$ cat src/hw/dlxPkg.sv
package dlxPkg;

	typedef struct packed {
		logic [5:0] opcode;
		logic [4:0] rs1;
		logic [4:0] rs2;
		logic [4:0] rd;
		logic [4:0] shamt;
		logic [5:0] func;
	} rFmtS;

	typedef struct packed {
		logic [5:0]  opcode;
		logic [4:0]  rs1;
		logic [4:0]  rd;     // store data source for stores
		logic [15:0] imm16;
	} iFmtS;

	typedef union packed {
		rFmtS r;
		iFmtS i;
	} instrU;

	localparam logic [31:0] NOP_WORD = 32'h0000_0015;

	localparam logic [5:0] OP_RTYPE = 6'b000000;
	localparam logic [5:0] OP_ADDI  = 6'b001000;
	localparam logic [5:0] OP_ADDUI = 6'b001001;
	localparam logic [5:0] OP_SUBI  = 6'b001010;
	localparam logic [5:0] OP_SUBUI = 6'b001011;
	localparam logic [5:0] OP_ANDI  = 6'b001100;
	localparam logic [5:0] OP_ORI   = 6'b001101;
	localparam logic [5:0] OP_XORI  = 6'b001110;
	localparam logic [5:0] OP_LHI   = 6'b001111;
	localparam logic [5:0] OP_SLLI  = 6'b010100;
	localparam logic [5:0] OP_SRLI  = 6'b010110;
	localparam logic [5:0] OP_SRAI  = 6'b010111;
	localparam logic [5:0] OP_SEQI  = 6'b011000;
	localparam logic [5:0] OP_SNEI  = 6'b011001;
	localparam logic [5:0] OP_SLTI  = 6'b011010;
	localparam logic [5:0] OP_SGTI  = 6'b011011;
	localparam logic [5:0] OP_SLEI  = 6'b011100;
	localparam logic [5:0] OP_SGEI  = 6'b011101;
	localparam logic [5:0] OP_LB    = 6'b100000;
	localparam logic [5:0] OP_LH    = 6'b100001;
	localparam logic [5:0] OP_LW    = 6'b100011;
	localparam logic [5:0] OP_LBU   = 6'b100100;
	localparam logic [5:0] OP_LHU   = 6'b100101;
	localparam logic [5:0] OP_SB    = 6'b101000;
	localparam logic [5:0] OP_SH    = 6'b101001;
	localparam logic [5:0] OP_SW    = 6'b101011;

	localparam logic [5:0] FN_SLL  = 6'b000100;
	localparam logic [5:0] FN_SRL  = 6'b000110;
	localparam logic [5:0] FN_SRA  = 6'b000111;
	localparam logic [5:0] FN_ADD  = 6'b100000;
	localparam logic [5:0] FN_ADDU = 6'b100001;
	localparam logic [5:0] FN_SUB  = 6'b100010;
	localparam logic [5:0] FN_SUBU = 6'b100011;
	localparam logic [5:0] FN_AND  = 6'b100100;
	localparam logic [5:0] FN_OR   = 6'b100101;
	localparam logic [5:0] FN_XOR  = 6'b100110;
	localparam logic [5:0] FN_SEQ  = 6'b101000;
	localparam logic [5:0] FN_SNE  = 6'b101001;
	localparam logic [5:0] FN_SLT  = 6'b101010;
	localparam logic [5:0] FN_SGT  = 6'b101011;
	localparam logic [5:0] FN_SLE  = 6'b101100;
	localparam logic [5:0] FN_SGE  = 6'b101101;

	localparam logic [1:0] MSZ_BYTE = 2'd0;
	localparam logic [1:0] MSZ_HALF = 2'd1;
	localparam logic [1:0] MSZ_WORD = 2'd2;

	typedef enum logic [3:0] {
		ALU_ADD, ALU_SUB, ALU_AND, ALU_OR, ALU_XOR, ALU_SLL, ALU_SRL, ALU_SRA,
		ALU_SEQ, ALU_SNE, ALU_SLT, ALU_SGT, ALU_SLE, ALU_SGE, ALU_LHI
	} aluOpE;

	typedef enum logic [1:0] {
		FWD_REG, FWD_EXMEM, FWD_MEMWB
	} fwdSelE;

	typedef struct packed {
		logic [31:0] rs1Val;
		logic [31:0] rs2Val;
		logic [31:0] imm;
		logic [4:0]  rs1;
		logic [4:0]  rs2;
		logic [4:0]  rd;
		aluOpE       aluOp;
		logic        useImm;
		logic        isLoad;
		logic        isStore;
		logic [1:0]  memSize;
		logic        memUnsigned;
		logic        regWr;
		logic        valid;
	} idExS;

	typedef struct packed {
		logic [31:0] result;   // alu value or effective address
		logic [31:0] storeData;
		logic [4:0]  rd;
		logic        isLoad;
		logic        isStore;
		logic [1:0]  memSize;
		logic        memUnsigned;
		logic        regWr;
		logic        valid;
	} exMemS;

	typedef struct packed {
		logic [31:0] result;
		logic [4:0]  rd;
		logic        regWr;
		logic        valid;
	} memWbS;

	typedef struct packed {
		logic [4:0]  rd;
		logic [31:0] value;
	} wbRecS;

endpackage

$ cat src/hw/pipelineControl.sv
`timescale 1ns/1ps

module pipelineControl (
	input  logic           clk,
	input  logic           arstN,
	input  dlxPkg::instrU  inWord,
	input  logic           inValid,
	output logic           inReady,
	input  dlxPkg::exMemS  exStage,
	input  dlxPkg::memWbS  memStage,
	output logic [4:0]     rdAddr1,
	output logic [4:0]     rdAddr2,
	input  logic [31:0]    rdData1,
	input  logic [31:0]    rdData2,
	input  logic           advance,
	output dlxPkg::fwdSelE fwdA,
	output dlxPkg::fwdSelE fwdB,
	output dlxPkg::idExS   idEx
);
	import dlxPkg::*;

	instrU curWord;
	logic curValid;
	logic [5:0] op;
	idExS dec;
	idExS issue;
	logic rAlu;
	logic iAlu;
	logic usesRs1;
	logic usesRs2;
	logic loadUse;

	// operand source as seen one cycle later in execute
	function automatic fwdSelE fwdFor(input logic [4:0] src, input logic used);
		fwdSelE sel;
		sel = FWD_REG;
		if (used && src != 5'd0)
		begin
			if (idEx.valid && idEx.regWr && idEx.rd == src)
				sel = FWD_EXMEM;
			else if (exStage.valid && exStage.regWr && exStage.rd == src)
				sel = FWD_MEMWB;
		end
		return sel;
	endfunction

	assign op = curWord.r.opcode;
	assign rdAddr1 = curWord.r.rs1;
	assign rdAddr2 = curWord.r.rs2;   // same bits as the I view rd

	always_comb
	begin
		dec = '0;
		rAlu = 1'b0;
		iAlu = 1'b1;
		dec.aluOp = ALU_ADD;   // loads and stores add the offset
		if (op == OP_RTYPE)
		begin
			rAlu = 1'b1;
			case (curWord.r.func)
				FN_ADD, FN_ADDU: dec.aluOp = ALU_ADD;
				FN_SUB, FN_SUBU: dec.aluOp = ALU_SUB;
				FN_AND: dec.aluOp = ALU_AND;
				FN_OR: dec.aluOp = ALU_OR;
				FN_XOR: dec.aluOp = ALU_XOR;
				FN_SLL: dec.aluOp = ALU_SLL;
				FN_SRL: dec.aluOp = ALU_SRL;
				FN_SRA: dec.aluOp = ALU_SRA;
				FN_SEQ: dec.aluOp = ALU_SEQ;
				FN_SNE: dec.aluOp = ALU_SNE;
				FN_SLT: dec.aluOp = ALU_SLT;
				FN_SGT: dec.aluOp = ALU_SGT;
				FN_SLE: dec.aluOp = ALU_SLE;
				FN_SGE: dec.aluOp = ALU_SGE;
				default: rAlu = 1'b0;   // includes the nop word
			endcase
		end
		case (op)
			OP_ADDI, OP_ADDUI: dec.aluOp = ALU_ADD;
			OP_SUBI, OP_SUBUI: dec.aluOp = ALU_SUB;
			OP_ANDI: dec.aluOp = ALU_AND;
			OP_ORI: dec.aluOp = ALU_OR;
			OP_XORI: dec.aluOp = ALU_XOR;
			OP_LHI: dec.aluOp = ALU_LHI;
			OP_SLLI: dec.aluOp = ALU_SLL;
			OP_SRLI: dec.aluOp = ALU_SRL;
			OP_SRAI: dec.aluOp = ALU_SRA;
			OP_SEQI: dec.aluOp = ALU_SEQ;
			OP_SNEI: dec.aluOp = ALU_SNE;
			OP_SLTI: dec.aluOp = ALU_SLT;
			OP_SGTI: dec.aluOp = ALU_SGT;
			OP_SLEI: dec.aluOp = ALU_SLE;
			OP_SGEI: dec.aluOp = ALU_SGE;
			default: iAlu = 1'b0;
		endcase
		dec.isLoad = op inside {OP_LB, OP_LH, OP_LW, OP_LBU, OP_LHU};
		dec.isStore = op inside {OP_SB, OP_SH, OP_SW};
		dec.memUnsigned = op inside {OP_LBU, OP_LHU};
		if (op inside {OP_LB, OP_LBU, OP_SB})
			dec.memSize = MSZ_BYTE;
		else if (op inside {OP_LH, OP_LHU, OP_SH})
			dec.memSize = MSZ_HALF;
		else
			dec.memSize = MSZ_WORD;
		if (op inside {OP_ADDUI, OP_SUBUI, OP_ANDI, OP_ORI, OP_XORI})
			dec.imm = {16'h0000, curWord.i.imm16};
		else
			dec.imm = {{16{curWord.i.imm16[15]}}, curWord.i.imm16};
		dec.rs1 = curWord.r.rs1;
		dec.rs2 = curWord.r.rs2;
		dec.rd = rAlu ? curWord.r.rd : curWord.i.rd;
		dec.useImm = !rAlu;
		dec.regWr = rAlu || iAlu || dec.isLoad;
		usesRs1 = rAlu || (iAlu && op != OP_LHI) || dec.isLoad || dec.isStore;
		usesRs2 = rAlu || dec.isStore;
	end

	// load in execute feeds this word, hold it one cycle
	assign loadUse = curValid && idEx.valid && idEx.isLoad && idEx.rd != 5'd0 &&
		((usesRs1 && dec.rs1 == idEx.rd) || (usesRs2 && dec.rs2 == idEx.rd));
	assign inReady = advance && !loadUse;

	always_comb
	begin
		issue = dec;
		issue.rs1Val = rdData1;
		issue.rs2Val = rdData2;
		issue.valid = curValid && !loadUse;
		issue.regWr = dec.regWr && issue.valid;
		issue.isLoad = dec.isLoad && issue.valid;
		issue.isStore = dec.isStore && issue.valid;
	end

	always_ff @(posedge clk or negedge arstN)
	begin
		if (!arstN)
		begin
			curWord <= NOP_WORD;
			curValid <= 1'b0;
			idEx <= '0;
			fwdA <= FWD_REG;
			fwdB <= FWD_REG;
		end
		else if (advance)
		begin
			if (!loadUse)
			begin
				curWord <= inWord;
				curValid <= inValid;
			end
			idEx <= issue;
			fwdA <= fwdFor(dec.rs1, usesRs1);
			fwdB <= fwdFor(dec.rs2, usesRs2);
		end
	end

	// a load address must never reach execute as forwarded data
	loadNotForwarded: assert property (@(posedge clk) disable iff (!arstN)
		(idEx.valid && exStage.valid && exStage.isLoad) |->
		(fwdA != FWD_EXMEM && fwdB != FWD_EXMEM));
	// a memwb selection must find its producer in writeback
	fwdMatchesWb: assert property (@(posedge clk) disable iff (!arstN)
		(idEx.valid && fwdA == FWD_MEMWB) |->
		(memStage.valid && memStage.regWr && memStage.rd == idEx.rs1));
	fwdBMatchesWb: assert property (@(posedge clk) disable iff (!arstN)
		(idEx.valid && fwdB == FWD_MEMWB) |->
		(memStage.valid && memStage.regWr && memStage.rd == idEx.rs2));

endmodule

$ cat config.mk
export PLATFORM = sky130hd
export DESIGN_NAME = pipelineControl
export DESIGN_NICKNAME = d
export VERILOG_FILES = /design/src/hw/dlxPkg.sv /design/src/hw/pipelineControl.sv
export SDC_FILE = /design/constraint.sdc
export NUM_CORES = 1
export LEC_CHECK = 0
export ABC_AREA = 1
export BUFFER_PORTS_ARGS = -buffer_cell sky130_fd_sc_hd__buf_2
export CORE_AREA = 2 2 135 137
export CTS_BUF_LIST = sky130_fd_sc_hd__clkbuf_4 sky130_fd_sc_hd__clkbuf_8 sky130_fd_sc_hd__clkbuf_16
export DETAILED_ROUTE_END_ITERATION = 12
export DIE_AREA = 0 0 137 139
export MAX_ROUTING_LAYER = met4
export PLACE_DENSITY = 0.72
export SYNTH_ARGS = -nofsm -noshare
export SYNTH_HDL_FRONTEND = slang
export SYNTH_SLANG_ARGS = --single-unit
$ cat constraint.sdc
create_clock -name clk -period 2 [get_ports clk]
set_input_delay 0.3 -clock clk [delete_from_list [all_inputs] [get_ports clk]]
set_output_delay 0.3 -clock clk [all_outputs]
set_load 0.005 [all_outputs]
==> summary.txt, run 1 <==
Placed design
  – Place WS: -0.0358 ns
  – PortBufs: 244
  – GPL Wtd Cong: 0.938
  – Hpwl dp: 13200 um

Timing
  – Final hold violation count: 0
  – Finish-stage setup viols: 15
  – Tightest hold margin: 0.0688 ns
  – Worst-Margin Slew: 0.497 ns
  – Slew headroom: 0.669
  – Clock skew: 0.00948 ns
  – Period Utilization, post-route: 1.17
  – Fin. max-slew vios: 0
  – RSZ-0062 raised after global routing: true
  – FMAX: 0.427 GHz
  – Final Worst Setup Slack: -0.342 ns
  – Crit path time final: 2.34 ns

Setup path
  – CP startpoint kind: flop
  – Cell-by-cell trace of the critical path: inv_2 -> nand2_1 -> nand2_2 -> nand2_2 -> nand3_4 -> o21bai_4 -> nand2_4 -> inv_2 -> nand2_4 -> nand3_4 -> nand2_4 -> inv_2 -> buf_6
  – R2R cell count: 15
  – Worst Setup SP: curWord[1]$_DFFE_PN0P_
  – Setup CP Type: flop to output port
  – Worst reg2reg path startpoint: curWord[1]$_DFFE_PN0P_
  – Buf/Inv on CP: 4
  – Crit path arrival time: 2.04 ns
  – Worst path required time: 1.70 ns
  – Crit path to: inReady
  – CP top delay family: simple AND/OR/NAND/NOR gates
  – Crit end category: output port
  – Crit-path max FO: 7
  – Critical Path Stages: 13
  – Reg2reg end: curWord[26]$_DFFE_PN0P_
  – Max incr delay on CP: 0.48 ns
  – Reg2Reg Setup Slack: -0.12 ns
  – Slowest cell on crit path: dfrtp_1

Floorplanning
  – Core Rows: 49
  – Full die area: 19000 um2
  – Die Width: 137 um
  – Initial core utilization: 0.381
  – Die outline height: 139 um
  – Total I/O pin count: 353
  – Core Region: 17700 um2

Power
  – Leak pwr: 5.03 nW
  – Comb pwr share: 0.162
  – Clock share of power: 0.404
  – Pwr dens: 865 nW/um2
  – Part of the power in registers: 0.435
  – Switching Fraction: 0.294
  – Worst VDD drop: 0.577 mV
  – Cell Int Power: 5.56 mW
  – Overall power: 7.87 mW
  – Switching power: 2.31 mW

Status
  – Result of the run: finished with violations
  – Failing checks: negative setup slack

Hold path
  – Worst Hold Class: input port to flop

Route
  – Wire per inst: 14.9 um
  – Routed Antenna Nets: 0
  – DRT Pass-1 Iters: 5
  – Number of DRC markers in iteration 0: 377
  – Via/cell ratio: 4.72
  – Routed Wire Length: 19200 um
  – Routed vias: 6057
  – Post-route DRC: 0

Logic synthesis
  – Synth area leaders: dfrtp_1 53%, nand2_1 20%, nand3_2 4.2%, buf_4 2.9%, o21ai_0 2.8%
  – Share of the yosys chip area belonging to registers: 0.540
  – Async S/R FF share, synth: 1.00
  – Most common cell in the netlist: nand2_1
  – Syn avg cell area: 8.54 um2
  – Mapped Area: 6720 um2
  – Post-synth EDFFs: 0
  – Most used DFF post-synth: dfrtp_1
  – Yosys top cell by area: dfrtp_1
  – Register bit total from synthesis: 145
  – Syn Nets: 1002
  – Ys Warns: 0
  – Share of the synthesized area in the top cell type: 0.528
  – Synth cell count leaders: 360 x nand2_1, 142 x dfrtp_1, 38 x o21ai_0
  – Cell variety after synth: 40
  – Post-Syn Instances: 787

Clocking
  – Reg clk slew, reported paths: 0.07 ns
  – TritonCTS clock tree: done
  – Clk_lat worst skew: 0.42 ns
  – Num CTS Buffers: 17
  – Clock sink count: 145
  – CTS H-Tree Depth: 4
  – CTS Buffer Depth: 2
  – Clock Tree Root: clkbuf_16

Global route
  – GR Util All Layers: 0.212
  – Final global-route overflow total: 0
  – Vias in the first global route: 5901
  – Initial antenna violation count: 2
  – Largest net degree at the start of global routing: 67
  – First-pass GRT wire length: 30600 um

Job
  – Max Cap Violations: 0

Final layout
  – Util after Layout: 0.515
  – Share of final-layout standard cells stronger than drive strength 1: 0.382
  – Final #Nets: 1254
  – Synthesis-to-layout area growth: 35.3%
==> area by class of cell <==
type / count / area [um2]
antenna: 2 / 5.00
clock buffer: 17 / 425
clock inverter: 15 / 160
fill: 1679 / 8560
inverter: 37 / 141
multi-input combinational: 543 / 2670
sequential: 145 / 3640
tap: 229 / 287
timing repair buffer: 295 / 1770
==> how the worst min path moves through the flow <==
stage	startpoint	end	cells past startpoint
4_1_cts	rdData2[6]	idEx[65]$_DFFE_PN0P_	3
3_5_place_dp	arstN	idEx[36]$_DFFE_PN0P_	1
6_report	rdData2[6]	idEx[65]$_DFFE_PN0P_	3
3_3_place_gp	arstN	idEx[36]$_DFFE_PN0P_	1
2_1_floorplan	arstN	curValid$_DFFE_PN0P_	0
5_1_grt	rdData2[3]	idEx[62]$_DFFE_PN0P_	3
==> metrics by stage <==
stage	setup TNS (ns)	area (um2)	cells
4_1_cts	-1.94	8970	1270
6_report	-1.22	9100	1283
3_5_place_dp	-0.114	8140	1228
2_1_floorplan	0	6720	787
3_3_place_gp	0	8140	1228
5_1_grt	-4.79	9100	1283
==> cell usage in the layout (no fill, tap or decap), types with 6 or more instances in the layout <==
master / n
nand2_1: 357
buf_2: 241
dfrtp_1: 137
buf_4: 40
o21ai_0: 38
nand3_2: 32
inv_1: 29
nand3_1: 24
nor2_1: 18
clkbuf_16: 17
nand4_1: 12
buf_12: 8
inv_2: 7
xor2_1: 7
a21oi_1: 6
inv_6: 6
==> flip-flops by register name, indices dropped and copies added (netlist names) <==
register,flops
curValid,1
curWord,32
fwdA,2
fwdB,2
idEx,108
==> timing repair <==
item | CTS | global route
gates resized for setup | 33 | 11
cloned | 2 | 0
setup endpoints to repair | 36 | 38
endpoints found under the hold margin | 41 | 0
setup buffers | 7 | 12
hold buffers | 1 | 0
pin swaps | 7 | 14
==> worst reg2reg max path, delay by kind of cell (launching register included) <==
kind	cells	cell delay, ns
compound gates	1	0.15
buf+inv	4	0.64
flops	1	0.48
simple gates	10	0.74
==> cells by family (layout without fill, tap and decap cells) <==
| group | count (synthesis) | count (layout) | share of synthesized area |
|---|---|---|---|
| AOI/OAI and AO/OA | 59 | 59 | 0.0519 |
| xor gates and xnor gates | 10 | 10 | 0.0130 |
| buffers and inverters | 99 | 364 | 0.0809 |
| DFF | 145 | 145 | 0.540 |
| other | 0 | 2 | 0 |
| and+or+nand+nor | 474 | 474 | 0.314 |
==> power by group through the flow <==
stage	Combinational, mW	Sequential, mW	Clock [mW]
floorplan	0.599	3.45	0
global placement	1.17	3.45	0
detailed placement	1.20	3.46	0
CTS	1.25	3.42	3.25
global route	1.43	3.46	3.38
finish	1.27	3.42	3.17
==> per-layer routing <==
layer	GRT usage	vias to the layer above	routed length (um)
li1	-	2983	-
met1	0.266	2839	8250
met5	-	-	0
met4	0.0814	0	451
met3	0.0479	35	1030
met2	0.332	200	9430
No activity file was read; power rests on OpenSTA's default activity.
==> run 2: changes to the inputs <==
--- a/config.mk
+++ b/config.mk
@@ -7,12 +7,12 @@
 export LEC_CHECK = 0
 export ABC_AREA = 1
 export BUFFER_PORTS_ARGS = -buffer_cell sky130_fd_sc_hd__buf_2
-export CORE_AREA = 2 2 135 137
+export CORE_AREA = 2 2 137 139
 export CTS_BUF_LIST = sky130_fd_sc_hd__clkbuf_4 sky130_fd_sc_hd__clkbuf_8 sky130_fd_sc_hd__clkbuf_16
 export DETAILED_ROUTE_END_ITERATION = 12
-export DIE_AREA = 0 0 137 139
+export DIE_AREA = 0 0 139 141
 export MAX_ROUTING_LAYER = met4
-export PLACE_DENSITY = 0.72
+export PLACE_DENSITY = 0.68
 export SYNTH_ARGS = -nofsm -noshare
 export SYNTH_HDL_FRONTEND = slang
 export SYNTH_SLANG_ARGS = --single-unit
==> constraint.sdc (replaced) <==
create_clock -name clk -period 2.4 [get_ports clk]
set_input_delay 0.36 -clock clk [delete_from_list [all_inputs] [get_ports clk]]
set_output_delay 0.36 -clock clk [all_outputs]
set_load 0.005 [all_outputs]
==> summary.txt, run 2 (synthesis results as in run 1) <==
Clocking
  – CTS Buffer Depth: 2 (unchanged)
  – Clock Tree Root: clkbuf_16
  – Reg clk slew, reported paths: 0.07 ns (about the same)
  – CTS H-Tree Depth: 4 (unchanged)
  – TritonCTS clock tree: done
  – Clk_lat worst skew: 0.42 ns (about the same)
  – Clock sink count: 145 (unchanged)
  – Num CTS Buffers: 17 (unchanged)

Route
  – Routed Antenna Nets: 0 (unchanged)
  – Post-route DRC: 0 (unchanged)
  – Routed vias: 5945 (-1.8%)
  – Routed Wire Length: 18900 um (-1.5%)
  – Number of DRC markers in iteration 0: 334 (-11%)
  – Via/cell ratio: 4.71 (-0.29%)
  – Wire per inst: 14.9 um (about the same)
  – DRT Pass-1 Iters: 5 (unchanged)

Global route
  – Final global-route overflow total: 0 (unchanged)
  – GR Util All Layers: 0.198 (-0.0138)
  – Initial antenna violation count: 2 (unchanged)
  – Vias in the first global route: 5490 (-7.0%)
  – Largest net degree at the start of global routing: 62 (-7.5%)
  – First-pass GRT wire length: 30000 um (-2.0%)

Placed design
  – Place WS: 0.154 ns (+0.190 ns)
  – Post-placement cell area: 8030 um2 (-1.3%)
  – Hpwl dp: 13100 um (-0.50%)
  – PortBufs: 244 (unchanged)
  – GPL Wtd Cong: 0.918 (-2.1%)

Final layout
  – Commonest cells after routing, fill and taps aside: 358 x nand2_1, 241 x buf_2, 138 x dfrtp_1
  – Commonest non-fill, non-tap cell in the layout: nand2_1
  – Largest registers: idEx x108, curWord x32
  – Area occupied by multi-input gates: 2610 um2 (-2.2%)
  – Max reg flops: 108 (unchanged)
  – Most flops, register: idEx
  – Synthesis-to-layout area growth: 30.6%
  – Final instance area: 8780 um2 (-3.4%)
  – Register area: 3640 um2 (about the same)
  – FILL cells: 1785 (+6.3%)
  – Final #Nets: 1229 (-2.0%)
  – Share of final-layout standard cells stronger than drive strength 1: 0.360 (-0.0219)

Power
  – Leak pwr: 4.88 nW (-3.1%)
  – Worst VDD drop: 0.480 mV (-17%)
  – Pwr dens: 737 nW/um2 (-15%)

Setup path
  – Worst path required time: 2.04 ns (+0.34 ns)
  – CP startpoint kind: flop
  – Crit end category: output port
  – Crit-path max FO: 7 (unchanged)
  – Worst reg2reg path startpoint: curWord[4]$_DFFE_PN1P_
  – Setup CP Type: flop to output port
  – Worst Setup SP: curWord[4]$_DFFE_PN1P_
  – Crit path arrival time: 2.09 ns (+0.05 ns)

Floorplanning
  – Die Width: 139 um (+1.5%)
  – Die outline height: 141 um (+1.4%)
  – Core Region: 18300 um2 (+3.5%)
  – Total I/O pin count: 353 (unchanged)
  – Core Rows: 50 (+2.0%)
  – Initial core utilization: 0.368 (-0.0127)
  – Full die area: 19600 um2 (+2.9%)

Timing
  – FMAX: 0.407 GHz
  – Final Worst Setup Slack: -0.0543 ns (+0.288 ns)
  – Tightest hold margin: 0.127 ns (+0.0585 ns)
  – Final hold violation count: 0 (unchanged)
  – Crit path time final: 2.45 ns
  – Period Utilization, post-route: 1.02
  – Slew headroom: 0.627 (-0.0418)
  – Finish-stage setup viols: 1 (-14)
  – Worst-Margin Slew: 0.552 ns (+0.0555 ns)
  – Clock skew: 0.0126 ns (+0.00313 ns)
  – TNS Setup: -0.0543 ns (+1.17 ns)
  – Fin. max-slew vios: 0 (unchanged)
  – RSZ-0062 raised after global routing: true

Job
  – Max Cap Violations: 0 (unchanged)

Status
  – Failing checks: negative setup slack
  – Result of the run: finished with violations

Hold path
  – Worst Hold Class: input port to flop
  – Hold_sp: rdData2[30]
## run 2: cell types whose count changed in the layout (fill, tap and decap cells not counted), moves of 2 or more
cell and delta:
buf_4 -20, nor2_4 -2, nor2_1 +3, nand3_1 +2, buf_12 -3, inv_8 -2
nor3_2 +2, nor3_4 -2, nand3_4 -2
## run 2: worst paths after layout
kind / cells past startpoint / slack (ns) / to
worst max register to register: 13 / 0.18 / curWord[28]$_DFFE_PN0P_
worst min-delay path: 3 / 0.13 / idEx[89]$_DFFE_PN0P_
worst min register to register: 2 / 0.46 / idEx[69]$_DFFE_PN0P_
max in group asynchronous: 3 / 1.14 / curWord[28]$_DFFE_PN0P_
worst max-delay path: 11 / -0.05 / inReady
min in group asynchronous: 2 / 0.44 / idEx[31]$_DFFE_PN0P_
## run 2: layout make-up
cell class,instances,area share
Timing Repair Buffer,270,0.172
Antenna cell,2,0.000570
Multi-Input combinational cell,543,0.297
Clock inverter,14,0.0164
Clock buffer,18,0.0500
Inverter,37,0.0164
Tap cell,234,0.0333
Sequential cell,145,0.414
## run 2: layer usage
layer,track usage,part of all wire,vias to the layer above
met4,0.0797,0.021,0
met1,0.259,0.44,2781
met5,-,0,-
li1,-,-,2927
met3,0.0380,0.060,24
met2,0.305,0.48,213
## run 2: per-stage QoR
stage                     power (mW)  utilization  cells
after global placement          3.83        0.440   1220
after CTS                       6.54        0.478   1258
final                           6.48        0.481   1263
after floorplan                 3.38            -    787
after global routing            6.80        0.481   1263
after detailed placement        3.85        0.440   1220
## run 2: power breakdown
group | leakage (nW) | switching (mW) | internal [mW]
logic | 2.81 | 0.553 | 0.426
registers | 1.78 | 0.184 | 2.67
clock network | 0.287 | 1.15 | 1.49
## run 2: critical path, cell delays in order (launching register included)
cell and delay [ns]:
dfstp_2 0.61, nor2_4 0.08, nand3b_1 0.15, nand3_2 0.13, o21bai_4 0.20, nand2_4 0.09, inv_4 0.06, nand2_4 0.05
nand3_4 0.10, nand2_4 0.05, inv_2 0.06, buf_6 0.09
## run 2: repair_timing
item                       4_1_cts  5_1_grt
setup endpoints to repair        1        2
setup buffers                    5        3
gates resized for setup         21        2
cloned                           0        1
hold endpoints to repair        44        0
pin swaps                        4        7
hold buffers                     1        0
